`src/common/lsu_pkg.sv`:
```
package lsu_pkg;

    localparam int XLEN      = 32;
    localparam int MEM_WORDS = 256;
    localparam int MEM_AW    = $clog2(MEM_WORDS);
    localparam int ADDR_W    = 10;
    localparam int BYTES     = 4;
    localparam int ROB_W     = 5;
    localparam int IMM_W     = 12;
    localparam int REG_W     = 5;

    // dir flips each time the ROB index wraps
    typedef struct packed {
        logic             dir;
        logic [ROB_W-1:0] idx;
    } rob_idx_t;

    typedef enum logic [1:0] {
        SIZE_B = 2'd0,
        SIZE_H = 2'd1,
        SIZE_W = 2'd2
    } size_t;

    typedef enum logic [1:0] {
        EXC_NONE = 2'd0,
        EXC_LAM  = 2'd1,
        EXC_SAM  = 2'd2
    } exc_t;

    typedef struct packed {
        logic             valid;
        rob_idx_t         rob;
        logic [REG_W-1:0] rd;
        size_t            size;
        logic             uext;
        logic [XLEN-1:0]  base;
        logic [IMM_W-1:0] imm;
    } load_op_t;

    typedef struct packed {
        logic             valid;
        rob_idx_t         rob;
        size_t            size;
        logic [XLEN-1:0]  base;
        logic [IMM_W-1:0] imm;
        logic [XLEN-1:0]  data;
    } store_op_t;

    // word addressed, be selects byte lanes on a write
    typedef struct packed {
        logic              valid;
        logic              write;
        logic [MEM_AW-1:0] addr;
        logic [BYTES-1:0]  be;
        logic [XLEN-1:0]   wdata;
    } mem_req_t;

    typedef struct packed {
        logic             valid;
        rob_idx_t         rob;
        logic [REG_W-1:0] rd;
        logic [XLEN-1:0]  data;
        exc_t             exc;
    } load_wb_t;

    typedef struct packed {
        logic     valid;
        rob_idx_t rob;
    } replay_t;

    typedef struct packed {
        logic     valid;
        rob_idx_t rob;
        exc_t     exc;
    } store_done_t;

endpackage
```
`src/source/exc_tracker.sv`:
```
`timescale 1ns/10ps

module exc_tracker (
    input  logic                        clk,
    input  logic                        rst,
    input  lsu_pkg::load_wb_t           load_wb_i,
    input  logic [lsu_pkg::ADDR_W-1:0]  load_vaddr_i,
    input  lsu_pkg::store_done_t        store_done_i,
    input  logic [lsu_pkg::ADDR_W-1:0]  store_vaddr_i,
    input  logic                        exc_clear_i,
    output logic                        exc_valid_o,
    output lsu_pkg::rob_idx_t           exc_rob_o,
    output lsu_pkg::exc_t               exc_code_o,
    output logic [lsu_pkg::ADDR_W-1:0]  exc_vaddr_o
);

    logic                        l_exc;
    logic                        s_exc;
    logic                        pick_load;
    logic                        take;
    lsu_pkg::rob_idx_t           cand_rob;

    // a older than b, across a wrap when dir differs
    function automatic logic rob_older(lsu_pkg::rob_idx_t a, lsu_pkg::rob_idx_t b);
        if (a.dir == b.dir) begin
            return a.idx < b.idx;
        end
        return a.idx > b.idx;
    endfunction

    assign l_exc     = load_wb_i.valid & (load_wb_i.exc != lsu_pkg::EXC_NONE);
    assign s_exc     = store_done_i.valid & (store_done_i.exc != lsu_pkg::EXC_NONE);
    assign pick_load = l_exc & (~s_exc | rob_older(load_wb_i.rob, store_done_i.rob));
    assign cand_rob  = pick_load ? load_wb_i.rob : store_done_i.rob;
    assign take      = (l_exc | s_exc) & (~exc_valid_o | rob_older(cand_rob, exc_rob_o));

    always_ff @(posedge clk or posedge rst) begin
        if (rst) begin
            exc_valid_o <= 1'b0;
        end else if (exc_clear_i) begin
            exc_valid_o <= 1'b0;
        end else if (take) begin
            exc_valid_o <= 1'b1;
        end
    end

    always_ff @(posedge clk) begin
        if (take) begin
            exc_rob_o   <= cand_rob;
            exc_code_o  <= pick_load ? load_wb_i.exc : store_done_i.exc;
            exc_vaddr_o <= pick_load ? load_vaddr_i : store_vaddr_i;
        end
    end

endmodule

```
`config.mk`:
```
export PLATFORM = sky130hd
export DESIGN_NAME = exc_tracker
export DESIGN_NICKNAME = d
export VERILOG_FILES = /design/src/common/lsu_pkg.sv /design/src/source/exc_tracker.sv
export SDC_FILE = /design/constraint.sdc
export NUM_CORES = 1
export LEC_CHECK = 0
export BUFFER_PORTS_ARGS = -buffer_cell sky130_fd_sc_hd__buf_2
export CAP_MARGIN = 40
export CORE_MARGIN = 3
export CORE_UTILIZATION = 42
export CTS_CLUSTER_SIZE = 10
export DETAILED_ROUTE_END_ITERATION = 16
export HOLD_SLACK_MARGIN = 0.08
export PLACE_DENSITY = 0.83
export SLEW_MARGIN = 25
export SYNTH_ARGS = -nofsm -noshare
export SYNTH_HDL_FRONTEND = slang
export SYNTH_SLANG_ARGS = --single-unit
```
`constraint.sdc`:
```
create_clock -name clk -period 6.3 [get_ports clk]
set_clock_uncertainty 0.05 [all_clocks]
set_input_delay 1.26 -clock clk [delete_from_list [all_inputs] [get_ports clk]]
set_output_delay 1.26 -clock clk [all_outputs]
set_load 0.02 [all_outputs]
```
==> metrics.txt <==
Syn Std Cell Area 0.00119 mm2; leak pwr 0.000754 uW; NetSw 110 uW; hold slack 0.553 ns; Root Buffer clkbuf_4; unrepaired setup endpoints after global routing false; register bit total from synthesis 19; Placement Setup Slack 0.990 ns; Initial Util 46.0%; initial antenna violation count 0; Critical Path AT 4.97 ns; Max Cap Viol 0; Final Hold Viols 0; vias per cell 5.01; Total GRT Usage 15.8%; TritonCTS clock tree built; minimum clock period 5.03 ns; Worst path max stage delay 0.57 ns; Synth area leaders edfxtp_1, mux2_2, ha_1; Crit Path Max Fanout 21; initial DRC count 15; Vert. Die Dim 59.3 um; Max H-tree Level 1; share of cells above drive strength 1 52.7%; Slew Limit Fails 0; setup bufs post-CTS 0; vias in the first global route 947; Int Pwr 237 uW; post-synth cell types 28; syn avg cell area 11.7 um2; critical path's slowest cell a31oi_2; sequential share of power 48.0%; placed inst area 0.00154 mm2; Post-route DRC 0; Gate Count Post-Synth 102; Final GP Congestion 0.808; area leader, netlist edfxtp_1; I/O Pins 97; Final nets 254; die footprint 0.00351 mm2; Sink Count 19; total grt overflow 0; crit path launch type primary input; cts hold-fix bufs 0; Worst Slack Setup Final 1.27 ns; Layout area overhead 31.4%; combinational share of power 34.6%; ANT nets after route 0; final setup violation count 0; vias post-DR 977; Critical Path, Cell by Cell buf_2 > ha_1 > and4_4 > nor2b_4 > nor2_1 > mux2i_1 > a21boi_2 > buf_4 > o21ai_0 > ha_1 > nor2b_1 > o21a_1 > o21a_1 > o21ai_0 > nand4_1 > a31oi_2 > buf_4; Clock Power Share 17.4%; CTS clk-pin slew, worst paths 0.10 ns; Seq/Total Area, Yosys 47.4%; Worst Max-Slew Pin Slew 0.618 ns; Crit Path Category in2reg; TritonCTS Buffers 3; PD cells 222 mW/mm2; critical path's top delay family compound AO/OA/AOI/OAI gates; Max clock buf depth 2; post-route cell area 0.00157 mm2; DR WL/cell 13.6 um; Synth top area share 45.3%; Post-CTS Resized 0; Worst-Skew Late Latency 0.29 ns; Die W 59.3 um; hpwl dp 2.20 mm; Setup crit end kind flop; routed wire length 2.65 mm; status complete, no violations; setup_tns 0 ns; first-pass GRT wire length 4.17 mm; Worst slew margin 58.6%; Hold Path Class reg2reg; Ys Warns 0; TritonRoute pass-1 iters 3; worst vdd ir 139 uV; Std-Cell Rows 18; syn_nets 190; fmax 0.199 GHz; Switching Share 31.7%; Buf/Inv on CP 3; final period utilization 79.8%; Port Buf Inserts 59; Core Region 0.00259 mm2; Antenna diodes 0; largest net degree at the start of global routing 22; CP required 6.25 ns
metal layers:
layer | up-vias | wire (um) | track usage (%) | share of wire (%)
met5 | - | 0 | 0 | 0
met4 | 0 | 13 | 2.91 | 0.49
met3 | 2 | 122 | 2.61 | 4.6
met2 | 22 | 1470 | 29.3 | 55
met1 | 449 | 1050 | 18.9 | 40
li1 | 504 | - | - | -
flip-flops by register name, indices dropped and copies added, names as in the netlist:
| register | cells |
|---|---|
| exc_vaddr_o | 10 |
| exc_code_o | 2 |
| exc_rob_o | 6 |
| exc_valid_o | 1 |
cells in the mapped netlist:
master      n
xnor2_1     1
mux2i_1     2
nand2_1     7
or4b_4      1
o2111ai_1   1
nor2_1      3
edfxtp_1   18
a31oi_1     1
ha_1       10
dfrtp_1     1
and4_4      1
and3_1      1
a21oi_1     3
a21boi_1    1
nor2b_4     1
nor2b_1     1
inv_1      12
nand4_1     1
a32o_2      1
buf_2       2
nand3_1     4
nor3_1      1
mux2_2     13
and2b_2     2
o21bai_1    1
o21ai_0     6
o21a_1      4
or2b_2      2
stage by stage:
step | std cells | utilization [%] | total power, uW
after global placement | 191 | 59.5 | 284
after floorplan | 102 | - | 246
after CTS | 195 | 60.5 | 350
after detailed placement | 191 | 59.5 | 290
final | 195 | 60.5 | 347
after global routing | 195 | 60.5 | 368
worst min-delay path: cells and delay by family, from the launching register on:
| family | cells | cell delay [ns] |
|---|---|---|
| flip-flops | 1 | 0.40 |
| AND/OR/NAND/NOR | 2 | 0.16 |
cells in the final DEF, fill, tap and decap left out:
cell / synthesis / final
and2b_2: 2 / 2
a21boi_2: 0 / 1
nor3_1: 1 / 1
or2b_2: 2 / 2
o21a_1: 4 / 4
o21bai_1: 1 / 1
o21ai_0: 6 / 6
and3_1: 1 / 1
a21oi_1: 3 / 3
ha_1: 10 / 10
or4b_4: 1 / 1
inv_1: 12 / 12
mux2i_1: 2 / 2
and4_4: 1 / 1
a31oi_2: 0 / 1
buf_2: 2 / 59
clkbuf_1: 0 / 1
clkbuf_4: 0 / 3
edfxtp_1: 18 / 18
xnor2_1: 1 / 1
nand3_1: 4 / 4
mux2_2: 13 / 13
nand2_1: 7 / 7
dfrtp_1: 1 / 1
a32o_2: 1 / 1
nor2b_4: 1 / 1
buf_4: 0 / 2
nor2b_1: 1 / 1
o2111ai_1: 1 / 1
nor2_1: 3 / 3
nand4_1: 1 / 1
layout make-up:
class	instances	area (um2)
clock buffer	4	26.3
fill	208	1020
inverter	12	45.0
multi-input combinational	69	582
sequential	19	566
tap	30	37.5
timing repair buffer	61	310
power by group through the flow:
stage	Sequential (uW)	Combinational, uW	Clock (uW)
after floorplan	192	53.7	0
after global placement	169	115	0
after detailed placement	170	120	0
after CTS	167	121	61.8
after global routing	169	133	65.9
final	167	120	60.5
path summary, 6_finish.rpt:
kind / from / end / slack, ns / cells after the start
max: load_wb_i[43] / exc_vaddr_o[8]$_DFFE_PP_ / 1.27 / 17
min: exc_valid_o$_DFFE_PP0P_ / exc_valid_o$_DFFE_PP0P_ / 0.55 / 2
max reg2reg: exc_rob_o[1]$_DFFE_PP_ / exc_vaddr_o[8]$_DFFE_PP_ / 3.53 / 9
min reg2reg: exc_valid_o$_DFFE_PP0P_ / exc_valid_o$_DFFE_PP0P_ / 0.55 / 2
max in group asynchronous: rst / exc_valid_o$_DFFE_PP0P_ / 5.37 / 2
min in group asynchronous: rst / exc_valid_o$_DFFE_PP0P_ / 0.74 / 2
kinds of logic after synthesis:
logic type	synth area share, %
compound gates	9.76
xor+xnor	0.735
fa+ha+maj	10.5
buf+inv	4.62
flops	47.4
mux	14.0
simple gates	13.0
No activity file was read; power rests on OpenSTA's default activity.
