===== src/common/lsu_pkg.sv =====
package lsu_pkg;

    localparam int XLEN      = 32;
    localparam int MEM_WORDS = 256;
    localparam int MEM_AW    = $clog2(MEM_WORDS);
    localparam int ADDR_W    = 10;
    localparam int BYTES     = 4;
    localparam int ROB_W     = 5;
    localparam int IMM_W     = 12;
    localparam int REG_W     = 5;

    // dir flips each time the ROB index wraps
    typedef struct packed {
        logic             dir;
        logic [ROB_W-1:0] idx;
    } rob_idx_t;

    typedef enum logic [1:0] {
        SIZE_B = 2'd0,
        SIZE_H = 2'd1,
        SIZE_W = 2'd2
    } size_t;

    typedef enum logic [1:0] {
        EXC_NONE = 2'd0,
        EXC_LAM  = 2'd1,
        EXC_SAM  = 2'd2
    } exc_t;

    typedef struct packed {
        logic             valid;
        rob_idx_t         rob;
        logic [REG_W-1:0] rd;
        size_t            size;
        logic             uext;
        logic [XLEN-1:0]  base;
        logic [IMM_W-1:0] imm;
    } load_op_t;

    typedef struct packed {
        logic             valid;
        rob_idx_t         rob;
        size_t            size;
        logic [XLEN-1:0]  base;
        logic [IMM_W-1:0] imm;
        logic [XLEN-1:0]  data;
    } store_op_t;

    // word addressed, be selects byte lanes on a write
    typedef struct packed {
        logic              valid;
        logic              write;
        logic [MEM_AW-1:0] addr;
        logic [BYTES-1:0]  be;
        logic [XLEN-1:0]   wdata;
    } mem_req_t;

    typedef struct packed {
        logic             valid;
        rob_idx_t         rob;
        logic [REG_W-1:0] rd;
        logic [XLEN-1:0]  data;
        exc_t             exc;
    } load_wb_t;

    typedef struct packed {
        logic     valid;
        rob_idx_t rob;
    } replay_t;

    typedef struct packed {
        logic     valid;
        rob_idx_t rob;
        exc_t     exc;
    } store_done_t;

endpackage

===== src/load_pipe/load_pipe.sv =====
`timescale 1ns/10ps

module load_pipe (
    input  logic                        clk,
    input  logic                        rst,
    input  lsu_pkg::load_op_t           load_op_i,
    output lsu_pkg::mem_req_t           req_o,
    input  logic                        grant_i,
    input  logic [lsu_pkg::XLEN-1:0]    rdata_i,
    output lsu_pkg::load_wb_t           wb_o,
    output lsu_pkg::replay_t            replay_o,
    output logic [lsu_pkg::ADDR_W-1:0]  vaddr_o
);

    lsu_pkg::load_op_t           s2_op;
    logic [lsu_pkg::ADDR_W-1:0]  s2_addr;
    logic [lsu_pkg::BYTES-1:0]   s2_mask;
    logic                        s2_mis;
    lsu_pkg::load_op_t           s3_op;
    logic                        s3_grant;
    logic                        s3_mis;
    logic [lsu_pkg::XLEN-1:0]    s3_data;

    lsu_addr_stage #(.op_t(lsu_pkg::load_op_t)) addr_stage_i (
        .clk        (clk),
        .rst        (rst),
        .op_i       (load_op_i),
        .base_i     (load_op_i.base),
        .imm_i      (load_op_i.imm),
        .size_i     (load_op_i.size),
        .op_o       (s2_op),
        .addr_o     (s2_addr),
        .mask_o     (s2_mask),
        .misalign_o (s2_mis)
    );

    // misaligned loads never reach memory
    assign req_o.valid = s2_op.valid & ~s2_mis;
    assign req_o.write = 1'b0;
    assign req_o.addr  = s2_addr[lsu_pkg::ADDR_W-1:2];
    assign req_o.be    = s2_mask;
    assign req_o.wdata = '0;

    always_ff @(posedge clk or posedge rst) begin
        if (rst) begin
            s3_op <= '0;
        end else begin
            s3_op <= s2_op;
        end
    end

    always_ff @(posedge clk) begin
        s3_grant <= grant_i;
        s3_mis   <= s2_mis;
        vaddr_o  <= s2_addr;
    end

    load_data_align align_i (
        .word_i   (rdata_i),
        .offset_i (vaddr_o[1:0]),
        .size_i   (s3_op.size),
        .uext_i   (s3_op.uext),
        .data_o   (s3_data)
    );

    assign wb_o.valid = s3_op.valid & (s3_mis | s3_grant);
    assign wb_o.rob   = s3_op.rob;
    assign wb_o.rd    = s3_op.rd;
    assign wb_o.data  = s3_mis ? '0 : s3_data;
    assign wb_o.exc   = s3_mis ? lsu_pkg::EXC_LAM : lsu_pkg::EXC_NONE;

    // lost the port to a store
    assign replay_o.valid = s3_op.valid & ~s3_mis & ~s3_grant;
    assign replay_o.rob   = s3_op.rob;

endmodule


===== src/load_pipe/load_data_align.sv =====
`timescale 1ns/10ps

module load_data_align (
    input  logic [lsu_pkg::XLEN-1:0] word_i,
    input  logic [1:0]               offset_i,
    input  lsu_pkg::size_t           size_i,
    input  logic                     uext_i,
    output logic [lsu_pkg::XLEN-1:0] data_o
);

    logic [2*lsu_pkg::XLEN-1:0] doubled;
    logic [lsu_pkg::XLEN-1:0]   rot;

    // addressed byte moves to lane 0
    assign doubled = {word_i, word_i} >> {offset_i, 3'b000};
    assign rot     = doubled[lsu_pkg::XLEN-1:0];

    always_comb begin
        case (size_i)
            lsu_pkg::SIZE_B: data_o = {{(lsu_pkg::XLEN-8){~uext_i & rot[7]}}, rot[7:0]};
            lsu_pkg::SIZE_H: data_o = {{(lsu_pkg::XLEN-16){~uext_i & rot[15]}}, rot[15:0]};
            default:         data_o = rot;
        endcase
    end

endmodule


===== src/source/lsu_addr_stage.sv =====
`timescale 1ns/10ps

module lsu_addr_stage #(
    parameter type op_t = lsu_pkg::load_op_t
) (
    input  logic                             clk,
    input  logic                             rst,
    input  op_t                              op_i,
    input  logic [lsu_pkg::XLEN-1:0]         base_i,
    input  logic [lsu_pkg::IMM_W-1:0]        imm_i,
    input  lsu_pkg::size_t                   size_i,
    output op_t                              op_o,
    output logic [lsu_pkg::ADDR_W-1:0]       addr_o,
    output logic [lsu_pkg::BYTES-1:0]        mask_o,
    output logic                             misalign_o
);

    logic [lsu_pkg::XLEN-1:0]  sum;
    logic [lsu_pkg::BYTES-1:0] mask;
    logic                      misalign;

    assign sum = base_i + {{(lsu_pkg::XLEN-lsu_pkg::IMM_W){imm_i[lsu_pkg::IMM_W-1]}}, imm_i};

    always_comb begin
        case (size_i)
            lsu_pkg::SIZE_B: begin
                mask     = 4'b0001 << sum[1:0];
                misalign = 1'b0;
            end
            lsu_pkg::SIZE_H: begin
                mask     = 4'b0011 << sum[1:0];
                misalign = sum[0];
            end
            default: begin
                mask     = 4'b1111;
                misalign = |sum[1:0];
            end
        endcase
    end

    always_ff @(posedge clk or posedge rst) begin
        if (rst) begin
            op_o <= '0;
        end else begin
            op_o <= op_i;
        end
    end

    always_ff @(posedge clk) begin
        addr_o     <= sum[lsu_pkg::ADDR_W-1:0];
        mask_o     <= mask;
        misalign_o <= misalign;
    end

endmodule


===== config.mk =====
export PLATFORM = sky130hd
export DESIGN_NAME = load_pipe
export DESIGN_NICKNAME = d
export VERILOG_FILES = /design/src/common/lsu_pkg.sv /design/src/load_pipe/load_pipe.sv /design/src/load_pipe/load_data_align.sv /design/src/source/lsu_addr_stage.sv
export SDC_FILE = /design/constraint.sdc
export NUM_CORES = 1
export LEC_CHECK = 0
export ABC_AREA = 0
export BUFFER_PORTS_ARGS = -buffer_cell sky130_fd_sc_hd__buf_2
export CAP_MARGIN = 20
export CORE_MARGIN = 5
export CORE_UTILIZATION = 44
export DETAILED_ROUTE_END_ITERATION = 8
export GPL_ROUTABILITY_DRIVEN = 0
export GPL_TIMING_DRIVEN = 0
export PLACE_DENSITY_LB_ADDON = 0.3
export SYNTH_ARGS = -nofsm -noshare
export SYNTH_HDL_FRONTEND = slang
export SYNTH_SLANG_ARGS = --single-unit
export TNS_END_PERCENT = 100

===== constraint.sdc =====
create_clock -name clk -period 1.8 [get_ports clk]
set_input_delay 0.09 -clock clk [delete_from_list [all_inputs] [get_ports clk]]
set_output_delay 0.09 -clock clk [all_outputs]
set_load 0.02 [all_outputs]

==> out/summary.txt <==
Outcome: finished with violations
Failing checks: setup timing
Synth unique cells: 42
# rows: 31
Total gr overflow: 0
Crit path largest cell delay: 0.50 ns
Post-route ant nets: 0
Initial antenna violation count: 0
Die Y: 96.78 um
Most used cell, CP: buf_8
Final WL: 9.528 mm
Clock Path Buffers: 2
Min-Delay Path Class: input pin to register
Final slew viol count: 0
Drt via density: 4.713
Synth Cell Area: 3313 sq um
ANT cells: 0
Clock Pin Slew Worst Setup and Hold Paths: 0.06 ns
I/O Pins: 203
Worst Path Required: 1.71 ns
Max-cap violations: 0
Vias: 3002
TritonCTS Sinks: 57
Ranking of synthesized cells by area: dfrtp_1, dfxtp_1, buf_4
Met1 Routed Length: 3.504 mm
Share of cells above drive strength 1: 0.5502
Area delta synth->final: 58.80%
Setup-violating endpoint count in the final report: 31
Worst Hold Path Cells: 3
Setup WS pre-CTS: -0.1180 ns
Fill cell count: 524
CTS Root Buffer Type: clkbuf_8
Residual DRC count: 0
Final min period: 2.075 ns
Number of global-route vias before repair: 3078
Yosys Warn Count: 0
RSZ-0062 raised after global routing: true
Chip width: 96.78 um
FMAX: 0.4818 GHz
Setup crit start kind: register
DIE AREA: 9365 sq um
Setup TNS: -6.921 ns
Psw: 1564 uW
CTS H-tree depth: 3
Commonest non-fill, non-tap cell in the layout: buf_2
Reg2reg path depth: 0
IO Port Bufs: 144
Clock share of power: 0.256
First-pass iteration count of the detailed router: 4
Combinational power share: 0.421
Share of the synthesized area in the top cell type: 0.2266
P_int: 3016 uW
Multi-input gate area: 1758 sq um
Average wire per standard cell: 14.96 um
Register Area: 1299 sq um
Final hold vios: 0
Top sig layer: met4
Setup WS post-layout: -0.2754 ns
Synth area leader: dfrtp_1
Largest net degree at the start of global routing: 31
Core area: 7292 sq um
Detailed Route Iter0 Violations: 108
FF+latch count, synth: 57
WL met3: 677 um
WS Path Type: register to output port
Slowest-stage cell, CP: or4_4
All-layer global routing usage: 0.1896
DP HPWL: 6.806 mm
Worst path cell trace: buf_8 > mux4_2 > mux2i_1 > or4_4 > buf_8 > o21ai_4 > buf_6
Cts bufs inserted: 9
Power Density: 870.4 nW/um^2
Slew margin rel.: 0.6087
DR WL met2: 5.069 mm
Final Net Count: 637
Flop pwr share: 0.323
Sw frac: 0.3415
Critical path peak fanout: 5
Setup crit end kind: output port
First-pass GRT wire length: 14.50 mm
Synthesized instance count: 313
Slew at the pin closest to its max-slew limit: 0.5863 ns
Initial Util: 0.4544
Worst skew pair latency: 0.33 ns
Worst vdd ir: 848.7 uV
Arr. time, crit path: 1.99 ns
Leak: 0.002664 uW
Most frequent cells in the layout: buf_2, buf_4, conb_1, dfrtp_1
CTS tree: yes
Sequential area share after synthesis: 0.3897
Total power: 4580 uW
Tcrit/Tclk final: 1.153
Avg Cell Area, Syn: 10.59 sq um
Setup Skew: 0.006691 ns
-- Yosys cell counts --
| cell | n |
|---|---|
| nand3_1 | 3 |
| nor3_1 | 5 |
| buf_6 | 3 |
| conb_1 | 1 |
| or2_2 | 1 |
| nor3b_1 | 1 |
| a21oi_1 | 20 |
| or4_4 | 1 |
| ha_1 | 9 |
| or3_1 | 3 |
| clkbuf_1 | 4 |
| inv_1 | 10 |
| a21oi_2 | 1 |
| o211ai_1 | 9 |
| nor2b_1 | 8 |
| mux4_1 | 7 |
| a21o_1 | 2 |
| xnor2_1 | 4 |
| buf_4 | 61 |
| o21bai_1 | 3 |
| and2_1 | 1 |
| a2111oi_0 | 1 |
| dfrtp_1 | 30 |
| mux4_2 | 9 |
| a2111oi_2 | 1 |
| buf_2 | 5 |
| o21ai_0 | 14 |
| o21ai_1 | 5 |
| o211a_1 | 1 |
| nand2_1 | 13 |
| buf_1 | 2 |
| mux2_4 | 1 |
| o21a_1 | 1 |
| o41ai_1 | 1 |
| fa_1 | 1 |
| dfxtp_1 | 27 |
| nand2b_1 | 2 |
| xor2_1 | 4 |
| and3_1 | 2 |
| nor2_1 | 17 |
| mux2_2 | 8 |
| mux2i_1 | 11 |
-- power by group through the flow --
stage	clock network (uW)	logic [uW]	registers [uW]
global route	1270	2050	1500
floorplan	0	1030	1560
detailed placement	0	1540	1500
CTS	1210	1800	1480
finish	1170	1930	1480
global placement	0	1520	1500
-- flip-flops by register name, summed over array words and instances (netlist names) --
name,count
s3_op,4
addr_stage_i.op_o,15
addr_stage_i.addr_o,10
replay_o,6
addr_stage_i.misalign_o,1
vaddr_o,10
s3_grant,1
addr_stage_i.mask_o,4
s3_mis,1
wb_o,5
-- through the flow --
step	cell area, sq um	cells	util	hold WS, ns
final	5261	637	0.7215	0.1139
after global routing	5261	637	0.7215	0.1263
after CTS	5065	633	0.6946	0.02752
after detailed placement	4320	589	0.5925	0.1975
after global placement	4320	589	0.5925	0.1988
after floorplan	3476	346	-	0.1177
-- critical path, delay by kind of cell (launching register included) --
family / cells / cell delay (ns)
buf+inv: 3 / 0.45
simple gates: 1 / 0.50
flops: 1 / 0.36
mux: 2 / 0.29
compound gates: 1 / 0.06
-- cell type report --
class                   count  area share
multi-input cells         204      0.3341
plain buffers              72      0.1099
well taps                  99     0.02354
repair buffers            179      0.2409
clock inverters             5     0.01070
inverters                  10    0.007134
clock buffers              11     0.02687
flip-flops and latches     57      0.2468
-- kinds of logic (layout without fill, tap and decap cells) --
logic type	Yosys count	after routing	synth area share
AO/OA/AOI/OAI	59	59	0.1084
other	1	34	0.001132
XOR/XNOR	8	8	0.02115
AND/OR/NAND/NOR	57	57	0.08384
buffers and inverters	85	277	0.1741
adder cells (fa/ha/maj)	10	10	0.04003
flip-flops	57	57	0.3897
multiplexers	36	36	0.1816
-- per-layer routing --
metal  vias up  global-route usage
met5         -                   0
met3        29             0.05683
met1      1378              0.2095
li1       1451                   -
met2       144              0.3355
met4         0             0.08207
-- final timing paths --
kind	from	endpoint	slack [ns]
worst max-delay path	vaddr_o[1]	wb_o[28]	-0.28
worst min-delay path	load_op_i[20]	addr_stage_i.addr_o[8]	0.11
worst max register to register	addr_stage_i.op_o[52]	replay_o[0]	1.31
worst min register to register	addr_stage_i.addr_o[0]	vaddr_o[0]	0.32
max in group asynchronous	rst	replay_o[0]	0.91
min in group asynchronous	rst	s3_op[45]	0.38
-- timing repair --
item	in CTS	in global routing
gates resized for setup	81	35
buffers inserted	11	3
gates cloned	2	1
hold buffers	16	1
pin swaps	3	4
hold endpoints to repair	17	14
setup endpoints to repair	33	31
(Power assumes the default switching activity.)
