$ cat src/common/lsu_pkg.sv
package lsu_pkg;

    localparam int XLEN      = 32;
    localparam int MEM_WORDS = 256;
    localparam int MEM_AW    = $clog2(MEM_WORDS);
    localparam int ADDR_W    = 10;
    localparam int BYTES     = 4;
    localparam int ROB_W     = 5;
    localparam int IMM_W     = 12;
    localparam int REG_W     = 5;

    // dir flips each time the ROB index wraps
    typedef struct packed {
        logic             dir;
        logic [ROB_W-1:0] idx;
    } rob_idx_t;

    typedef enum logic [1:0] {
        SIZE_B = 2'd0,
        SIZE_H = 2'd1,
        SIZE_W = 2'd2
    } size_t;

    typedef enum logic [1:0] {
        EXC_NONE = 2'd0,
        EXC_LAM  = 2'd1,
        EXC_SAM  = 2'd2
    } exc_t;

    typedef struct packed {
        logic             valid;
        rob_idx_t         rob;
        logic [REG_W-1:0] rd;
        size_t            size;
        logic             uext;
        logic [XLEN-1:0]  base;
        logic [IMM_W-1:0] imm;
    } load_op_t;

    typedef struct packed {
        logic             valid;
        rob_idx_t         rob;
        size_t            size;
        logic [XLEN-1:0]  base;
        logic [IMM_W-1:0] imm;
        logic [XLEN-1:0]  data;
    } store_op_t;

    // word addressed, be selects byte lanes on a write
    typedef struct packed {
        logic              valid;
        logic              write;
        logic [MEM_AW-1:0] addr;
        logic [BYTES-1:0]  be;
        logic [XLEN-1:0]   wdata;
    } mem_req_t;

    typedef struct packed {
        logic             valid;
        rob_idx_t         rob;
        logic [REG_W-1:0] rd;
        logic [XLEN-1:0]  data;
        exc_t             exc;
    } load_wb_t;

    typedef struct packed {
        logic     valid;
        rob_idx_t rob;
    } replay_t;

    typedef struct packed {
        logic     valid;
        rob_idx_t rob;
        exc_t     exc;
    } store_done_t;

endpackage
$ cat src/source/mem_arbiter.sv
`timescale 1ns/10ps

module mem_arbiter (
    input  lsu_pkg::mem_req_t store_req_i,
    input  lsu_pkg::mem_req_t load_req_i,
    output lsu_pkg::mem_req_t mem_req_o,
    output logic              load_grant_o
);

    // store always wins the single port
    always_comb begin
        if (store_req_i.valid) begin
            mem_req_o = store_req_i;
        end else begin
            mem_req_o = load_req_i;
        end
    end

    assign load_grant_o = load_req_i.valid & ~store_req_i.valid;

endmodule

$ cat config.mk
export PLATFORM = sky130hd
export DESIGN_NAME = mem_arbiter
export DESIGN_NICKNAME = d
export VERILOG_FILES = /design/src/common/lsu_pkg.sv /design/src/source/mem_arbiter.sv
export SDC_FILE = /design/constraint.sdc
export NUM_CORES = 1
export LEC_CHECK = 0
export BUFFER_PORTS_ARGS = -buffer_cell sky130_fd_sc_hd__buf_2
export CELL_PAD_IN_SITES_DETAIL_PLACEMENT = 1
export CELL_PAD_IN_SITES_GLOBAL_PLACEMENT = 1
export CORE_ASPECT_RATIO = 1.2
export CORE_MARGIN = 2
export CORE_UTILIZATION = 16
export DETAILED_ROUTE_END_ITERATION = 7
export PLACE_DENSITY_LB_ADDON = 0.08
export SYNTH_ARGS = -nofsm -noshare
export SYNTH_HDL_FRONTEND = slang
export SYNTH_SLANG_ARGS = --single-unit
$ cat constraint.sdc
create_clock -name vclk -period 1.4
set_input_delay 0.14 -clock vclk [all_inputs]
set_output_delay 0.14 -clock vclk [all_outputs]
set_load 0.1 [all_outputs]
==> flow_summary.html, run 1 <==
<table>
<tr><th>Metric</th><th>Value</th></tr>
<tr><th colspan="2">Power and ir drop</th></tr>
<tr><td>Proportion of power drawn by the clock network</td><td>0%</td></tr>
<tr><td>Share of total power consumed by net switching</td><td>60.8%</td></tr>
<tr><td>Sequential power share</td><td>0%</td></tr>
<tr><td>Combinational fraction of design power</td><td>100.0%</td></tr>
<tr><td>Leak</td><td>1.12 nW</td></tr>
<tr><td>Int Pwr</td><td>0.631 mW</td></tr>
<tr><td>Total Power Consumption</td><td>1.61 mW</td></tr>
<tr><td>VDD IR-drop max</td><td>0.000282 V</td></tr>
<tr><td>Total power divided by cell area</td><td>754 mW/mm²</td></tr>
<tr><td>Total net switching power</td><td>0.979 mW</td></tr>
<tr><th colspan="2">Logic synthesis</th></tr>
<tr><td>Cell variety after synth</td><td>6</td></tr>
<tr><td>Synthesized net count</td><td>approximately 140</td></tr>
<tr><td>Post-Syn Instances</td><td>52</td></tr>
<tr><td>Post-Synth Adder-Cell Area</td><td>0%</td></tr>
<tr><td>Fraction of the mapped netlist area in simple logic gates</td><td>around 1.9%</td></tr>
<tr><td>Dominant combinational cell family by area after synthesis</td><td>multiplexers</td></tr>
<tr><td>Post-Synth XOR/XNOR Area</td><td>0%</td></tr>
<tr><td>Top cells by area in the synthesized netlist</td><td>mux2_4 (62%), mux2_2 (28%), buf_6 (6.7%), nor2b_1 (0.93%), or2_2 (0.93%)</td></tr>
<tr><td>Post-Synthesis Cell Area</td><td>674 µm²</td></tr>
<tr><td>Share of synthesized area occupied by flip-flops and latches</td><td>0%</td></tr>
<tr><td>Area share of the leading cell type in the synthesized netlist</td><td>between 60 and 70%</td></tr>
<tr><td>Leading area contributor after synthesis</td><td>mux2_4</td></tr>
<tr><td>Post-synthesis compound-gate area fraction</td><td>0%</td></tr>
<tr><td>Synth warnings</td><td>0</td></tr>
<tr><td>Mean Syn Cell Area</td><td>13.0 µm²</td></tr>
<tr><td>Post-synthesis mux area share</td><td>90.7%</td></tr>
<tr><th colspan="2">Clock tree</th></tr>
<tr><td>Number of buffers inserted for hold repair after clock tree synthesis</td><td>0</td></tr>
<tr><td>Cts repair resizes</td><td>0</td></tr>
<tr><td>Setup repair bufs after CTS</td><td>0</td></tr>
<tr><th colspan="2">STA</th></tr>
<tr><td>F_max</td><td>roughly 820 MHz</td></tr>
<tr><td>Number of setup violations in the final report</td><td>0</td></tr>
<tr><td>Worst-Margin Slew</td><td>0.181 ns</td></tr>
<tr><td>Count of endpoints failing hold in the final timing report</td><td>0</td></tr>
<tr><td>Final-report max-slew violation count</td><td>0</td></tr>
<tr><td>Setup repair after global routing missed its margin</td><td>no</td></tr>
<tr><td>Portion of the clock cycle consumed by the worst path in the final layout</td><td>86.8%</td></tr>
<tr><td>Post-layout min period</td><td>between 1 and 1.5 ns</td></tr>
<tr><td>Post-route setup TNS</td><td>0 ns</td></tr>
<tr><td>Relative slew slack</td><td>87.9%</td></tr>
<tr><th colspan="2">Min path</th></tr>
<tr><td>Number of stages on the worst hold path</td><td>3</td></tr>
<tr><td>Min-delay worst type</td><td>input port to output port</td></tr>
<tr><th colspan="2">Final layout</th></tr>
<tr><td>Final nets</td><td>282</td></tr>
<tr><td>Fill count</td><td>456</td></tr>
<tr><td>Total of clock buffers placed in the layout</td><td>0</td></tr>
<tr><td>Area Overhead vs Synth</td><td>217%</td></tr>
<tr><td>FF+latch count</td><td>0</td></tr>
<tr><td>Number of inserted diodes</td><td>0</td></tr>
<tr><td>Fraction of layout instances using a drive strength above 1</td><td>between 90% and 100%</td></tr>
<tr><td>Multi-input logic area</td><td>~630 µm²</td></tr>
<tr><td>Register area</td><td>0 µm²</td></tr>
<tr><th colspan="2">Routing</th></tr>
<tr><td>Detailed-router iteration count before antenna repair</td><td>3</td></tr>
<tr><td>DRC Markers</td><td>0</td></tr>
<tr><td>Vias per std cell</td><td>4.07</td></tr>
<tr><td>Final routed wirelength across all metal layers</td><td>roughly 3700 µm</td></tr>
<tr><td>Average wire per cell in the routed design</td><td>15.3 µm</td></tr>
<tr><td>DRC marker count from the first detailed-route iteration</td><td>20</td></tr>
<tr><td>Routed vias</td><td>approximately 980</td></tr>
<tr><td>Remaining number of nets flagged by the antenna check after routing</td><td>0</td></tr>
<tr><th colspan="2">Die</th></tr>
<tr><td>Initial core utilization</td><td>16.8%</td></tr>
<tr><td>Floorplan die height</td><td>75.1 µm</td></tr>
<tr><td>Top-level I/O count</td><td>139</td></tr>
<tr><td>Die Width</td><td>63.3 µm</td></tr>
<tr><td>Die ar.</td><td>~0.0048 mm²</td></tr>
<tr><td>Core Region</td><td>around 0.004 mm²</td></tr>
<tr><td>Row count</td><td>25</td></tr>
<tr><th colspan="2">Worst setup path</th></tr>
<tr><td>Critical path class</td><td>input port to output port</td></tr>
<tr><td>Kind of end point of the critical path</td><td>output port</td></tr>
<tr><td>Largest fanout on the critical path</td><td>25</td></tr>
<tr><td>CP Launch Type</td><td>input port</td></tr>
<tr><td>Required time reported for the critical path endpoint</td><td>1.26 ns</td></tr>
<tr><td>Crit path arrival time</td><td>1.08 ns</td></tr>
<tr><th colspan="2">Global route</th></tr>
<tr><td>Number of antenna violations at the first check in global routing</td><td>0</td></tr>
<tr><td>Maximum number of pins on one net before global-route repair</td><td>26</td></tr>
<tr><td>Number of global-route vias before repair</td><td>1,076</td></tr>
<tr><td>Global-route wire length before repair</td><td>5600 µm</td></tr>
<tr><td>Total GRT Usage</td><td>14.7%</td></tr>
<tr><td>GR Overflow Total</td><td>0</td></tr>
<tr><th colspan="2">Run</th></tr>
<tr><td># Max-Cap Violations</td><td>0</td></tr>
<tr><th colspan="2">Placement</th></tr>
<tr><td>Quantity of I/O buffers inserted on ports</td><td>between 100 and 150</td></tr>
<tr><td>Hpwl dp</td><td>3470 µm</td></tr>
<tr><td>Routability cong.</td><td>around 0.72</td></tr>
<tr><th colspan="2">Status</th></tr>
<tr><td>Outcome</td><td>finished, final reports clean</td></tr>
</table>
## worst paths after layout
path	start	endpoint	slack (ns)
setup / recovery	store_req_i[45]	mem_req_o[0]	0.18
hold / removal	load_req_i[45]	mem_req_o[45]	0.65
## cell usage in the layout, fill, tap and decap left out, drive strengths merged
master / instances
buf: 141
mux2: 45
nor2b: 1
or2: 1
## Yosys cell counts
| library cell | count |
|---|---|
| mux2_4 | 28 |
| mux2_2 | 17 |
| buf_6 | 4 |
| buf_2 | 1 |
| nor2b_1 | 1 |
| or2_2 | 1 |
## stage by stage
stage                     utilization (%)  cells  hold slack, ns  instance area [µm²]  worst slack, ns
after global placement               53.3    242           0.649                 2140            0.208
after floorplan                         -     52           0.589                  677           0.0366
after detailed placement             53.3    242           0.659                 2140            0.180
final                                53.3    242           0.654                 2140            0.184
after CTS                            53.3    242           0.660                 2140            0.181
after global routing                 53.3    242           0.667                 2140            0.150
## cell type report
type | count | share of cell area (%)
repair buffers | 141 | 67.5
multi-input cells | 47 | 29.3
well taps | 54 | 3.16
## power by group through the flow
stage,sequential [mW],combinational (mW),clock (mW)
after floorplan,0,0.990,0
after global placement,0,1.60,0
after detailed placement,0,1.62,0
after CTS,0,1.62,0
after global routing,0,1.65,0
final,0,1.61,0
## per-layer routing
| metal | vias to the layer above | GRT usage (%) | wire length, µm |
|---|---|---|---|
| li1 | 468 | - | - |
| met1 | 434 | 14.8 | 1180 |
| met2 | 82 | 31.8 | 2120 |
| met3 | 0 | 3.89 | 397 |
| met4 | 0 | 0 | 0 |
| met5 | - | 0 | 0 |
## critical path, stage by stage
cell and delay, ns:
buf_2 0.14, buf_12 0.22, mux2_2 0.39, buf_12 0.17
## kinds of logic after synthesis
| logic type | Yosys count |
|---|---|
| mux | 45 |
| simple gates | 2 |
| buf+inv | 5 |
No activity file was read; power rests on OpenSTA's default activity.
==> run 2: changes to the inputs <==
Settings changed: PLACE_DENSITY_LB_ADDON 0.08 to 0.1.
==> run 2 against run 1 <==
Net effect: hold slack improved by 0.0040 ns; design area is 0.94% higher; global-route usage grew 0.35 points; critical path type unchanged; critical endpoint is now mem_req_o[15]; largest power group unchanged; highest routed layer is now met4.
==> flow_summary.html, run 2 (same netlist as run 1, synthesis figures left out) <==
<table>
<tr><th>Metric</th><th>Value</th></tr>
<tr><th colspan="2">Global route</th></tr>
<tr><td>Total GRT Usage</td><td>15.0% (was 14.7%)</td></tr>
<tr><td>Maximum number of pins on one net before global-route repair</td><td>18 (was 26)</td></tr>
<tr><td>GR Overflow Total</td><td>0 (unchanged)</td></tr>
<tr><td>Global-route wire length before repair</td><td>5710 µm (was 5600 µm)</td></tr>
<tr><td>Global routing usage on met2</td><td>32.6% (was 31.8%)</td></tr>
<tr><td>Routing usage on met1</td><td>13.7% (was 14.8%)</td></tr>
<tr><td>Number of global-route vias before repair</td><td>1,208 (was 1,076)</td></tr>
<tr><td>Layer with the highest usage after global routing</td><td>met2 (unchanged)</td></tr>
<tr><td>Met3 track demand over resource</td><td>4.93% (was 3.89%)</td></tr>
<tr><td>Number of antenna violations at the first check in global routing</td><td>0 (unchanged)</td></tr>
<tr><th colspan="2">STA</th></tr>
<tr><td>Portion of the clock cycle consumed by the worst path in the final layout</td><td>85.4% (was 86.8%)</td></tr>
<tr><td>Final-report max-slew violation count</td><td>0 (unchanged)</td></tr>
<tr><td>Post-route setup TNS</td><td>0 ns (unchanged)</td></tr>
<tr><td>Relative slew slack</td><td>89.6% (was 87.9%)</td></tr>
<tr><td>Worst-Margin Slew</td><td>0.158 ns (was 0.181 ns)</td></tr>
<tr><td>Count of endpoints failing hold in the final timing report</td><td>0 (unchanged)</td></tr>
<tr><td>F_max</td><td>836 MHz (was 823 MHz)</td></tr>
<tr><td>Setup repair after global routing missed its margin</td><td>no (unchanged)</td></tr>
<tr><td>Post-layout min period</td><td>1.20 ns (was 1.22 ns)</td></tr>
<tr><td>Number of setup violations in the final report</td><td>0 (unchanged)</td></tr>
<tr><th colspan="2">Final layout</th></tr>
<tr><td>Commonest non-fill, non-tap cell in the layout</td><td>buf_2 (unchanged)</td></tr>
<tr><td>Number of inserted diodes</td><td>0 (unchanged)</td></tr>
<tr><td>Final non-filler cell total</td><td>243 (was 242)</td></tr>
<tr><td>Fraction of layout instances using a drive strength above 1</td><td>100% (unchanged)</td></tr>
<tr><td>Total of clock buffers placed in the layout</td><td>0 (unchanged)</td></tr>
<tr><td>Register area</td><td>0 µm² (unchanged)</td></tr>
<tr><td>FF+latch count</td><td>0 (unchanged)</td></tr>
<tr><td>Area Overhead vs Synth</td><td>220% (was 217%)</td></tr>
<tr><td>Fill count</td><td>457 (was 456)</td></tr>
<tr><td>Final nets</td><td>283 (was 282)</td></tr>
<tr><td>Fraction of the core area covered by cells at the end of the flow</td><td>53.8% (was 53.3%)</td></tr>
<tr><td>Most used cells in the layout excluding fill and tap cells</td><td>buf_2 (92), buf_12 (50), mux2_4 (28) (was buf_2 (92), buf_12 (49), mux2_4 (28))</td></tr>
<tr><td>Multi-input logic area</td><td>627 µm² (unchanged)</td></tr>
<tr><th colspan="2">Run</th></tr>
<tr><td># Max-Cap Violations</td><td>0 (unchanged)</td></tr>
<tr><th colspan="2">Routing</th></tr>
<tr><td>Remaining number of nets flagged by the antenna check after routing</td><td>0 (unchanged)</td></tr>
<tr><td>Final routed wirelength across all metal layers</td><td>3750 µm (was 3700 µm)</td></tr>
<tr><td>DRC marker count from the first detailed-route iteration</td><td>4 (was 20)</td></tr>
<tr><td>Detailed-router iteration count before antenna repair</td><td>2 (was 3)</td></tr>
<tr><td>Routed vias</td><td>1,020 (was 984)</td></tr>
<tr><td>Average wire per cell in the routed design</td><td>15.4 µm (was 15.3 µm)</td></tr>
<tr><td>DRC Markers</td><td>0 (unchanged)</td></tr>
<tr><td>Vias per std cell</td><td>4.20 (was 4.07)</td></tr>
<tr><th colspan="2">Die</th></tr>
<tr><td>Die ar.</td><td>0.00475 mm² (unchanged)</td></tr>
<tr><td>Floorplan die height</td><td>75.1 µm (unchanged)</td></tr>
<tr><td>Initial core utilization</td><td>16.8% (unchanged)</td></tr>
<tr><td>Die Width</td><td>63.3 µm (unchanged)</td></tr>
<tr><td>Core Region</td><td>0.00400 mm² (unchanged)</td></tr>
<tr><td>Top-level I/O count</td><td>139 (unchanged)</td></tr>
<tr><td>Row count</td><td>25 (unchanged)</td></tr>
<tr><th colspan="2">Min path</th></tr>
<tr><td>Launch instance of the worst min-delay path</td><td>load_req_i[45] (unchanged)</td></tr>
<tr><td>Min-delay worst type</td><td>input port to output port (unchanged)</td></tr>
<tr><td>Number of stages on the worst hold path</td><td>3 (unchanged)</td></tr>
<tr><th colspan="2">Worst setup path</th></tr>
<tr><td>Cell-by-cell trace of the critical path</td><td>buf_2, buf_12, mux2_2, buf_12 (unchanged)</td></tr>
<tr><td>Crit path arrival time</td><td>1.06 ns (was 1.08 ns)</td></tr>
<tr><td>CP Launch Type</td><td>input port (unchanged)</td></tr>
<tr><td>Worst setup path startpoint</td><td>store_req_i[45] (unchanged)</td></tr>
<tr><td>Capture point of the critical path</td><td>mem_req_o[15] (was mem_req_o[0])</td></tr>
<tr><td>Largest fanout on the critical path</td><td>17 (was 25)</td></tr>
<tr><td>Top delay family on crit path</td><td>buffers and inverters (unchanged)</td></tr>
<tr><td>Worst path bufs/invs</td><td>3 (unchanged)</td></tr>
<tr><td>Stage delay of the slowest cell on the critical path</td><td>0.38 ns (was 0.39 ns)</td></tr>
<tr><td>Crit path top cell by count</td><td>buf_12 (unchanged)</td></tr>
<tr><td>CP max-delay cell</td><td>mux2_2 (unchanged)</td></tr>
<tr><td>Stages on the worst setup path</td><td>4 (unchanged)</td></tr>
<tr><td>Critical path class</td><td>input port to output port (unchanged)</td></tr>
<tr><td>Required time reported for the critical path endpoint</td><td>1.26 ns (about the same)</td></tr>
<tr><td>Kind of end point of the critical path</td><td>output port (unchanged)</td></tr>
<tr><th colspan="2">Status</th></tr>
<tr><td>Outcome</td><td>finished, final reports clean (unchanged)</td></tr>
<tr><th colspan="2">Power and ir drop</th></tr>
<tr><td>Total power divided by cell area</td><td>750 mW/mm² (was 754 mW/mm²)</td></tr>
<tr><td>VDD IR-drop max</td><td>0.000370 V (was 0.000282 V)</td></tr>
<tr><td>Leak</td><td>1.13 nW (was 1.12 nW)</td></tr>
<tr><th colspan="2">Clock tree</th></tr>
<tr><td>Cts repair resizes</td><td>0 (unchanged)</td></tr>
<tr><td>Setup repair bufs after CTS</td><td>0 (unchanged)</td></tr>
<tr><td>Number of buffers inserted for hold repair after clock tree synthesis</td><td>0 (unchanged)</td></tr>
<tr><th colspan="2">Placement</th></tr>
<tr><td>Routability cong.</td><td>0.695 (was 0.720)</td></tr>
<tr><td>Placed cells</td><td>243 (was 242)</td></tr>
<tr><td>Hpwl dp</td><td>3590 µm (was 3470 µm)</td></tr>
<tr><td>Quantity of I/O buffers inserted on ports</td><td>139 (unchanged)</td></tr>
</table>
[run 2: cell type report]
class / count / area share (%)
repair buffers: 142 / 67.8
well taps: 54 / 3.13
multi-input cells: 47 / 29.1
[run 2: metrics by stage]
stage / instance area, µm² / power [mW] / hold WS [ns] / setup WS (ns)
after floorplan: 677 / 0.990 / 0.589 / 0.0366
after global placement: 2160 / 1.61 / 0.644 / 0.215
after detailed placement: 2160 / 1.63 / 0.664 / 0.188
after CTS: 2160 / 1.63 / 0.665 / 0.188
after global routing: 2160 / 1.66 / 0.670 / 0.175
final: 2160 / 1.62 / 0.658 / 0.204
[run 2: report_power, final]
group          internal (mW)  switching [mW]  total, mW
Sequential                 0               0          0
Combinational          0.637           0.980       1.62
Clock                      0               0          0
Total                  0.637           0.980       1.62
[run 2: metal layers]
layer	vias up	routed length, µm
met3	6	466
met2	91	2130
met5	-	0
met4	0	72
met1	449	1080
li1	474	-
[run 2: worst min-delay path by stage]
| stage | to | slack (ns) |
|---|---|---|
| 2_1_floorplan | load_grant_o | 0.59 |
| 3_3_place_gp | mem_req_o[45] | 0.64 |
| 3_5_place_dp | mem_req_o[45] | 0.66 |
| 4_1_cts | mem_req_o[45] | 0.66 |
| 5_1_grt | mem_req_o[35] | 0.67 |
| 6_report | mem_req_o[45] | 0.66 |
[run 2: worst min-delay path, stage by stage]
cell and delay, ns:
buf_2 0.08, or2_2 0.12, buf_12 0.17
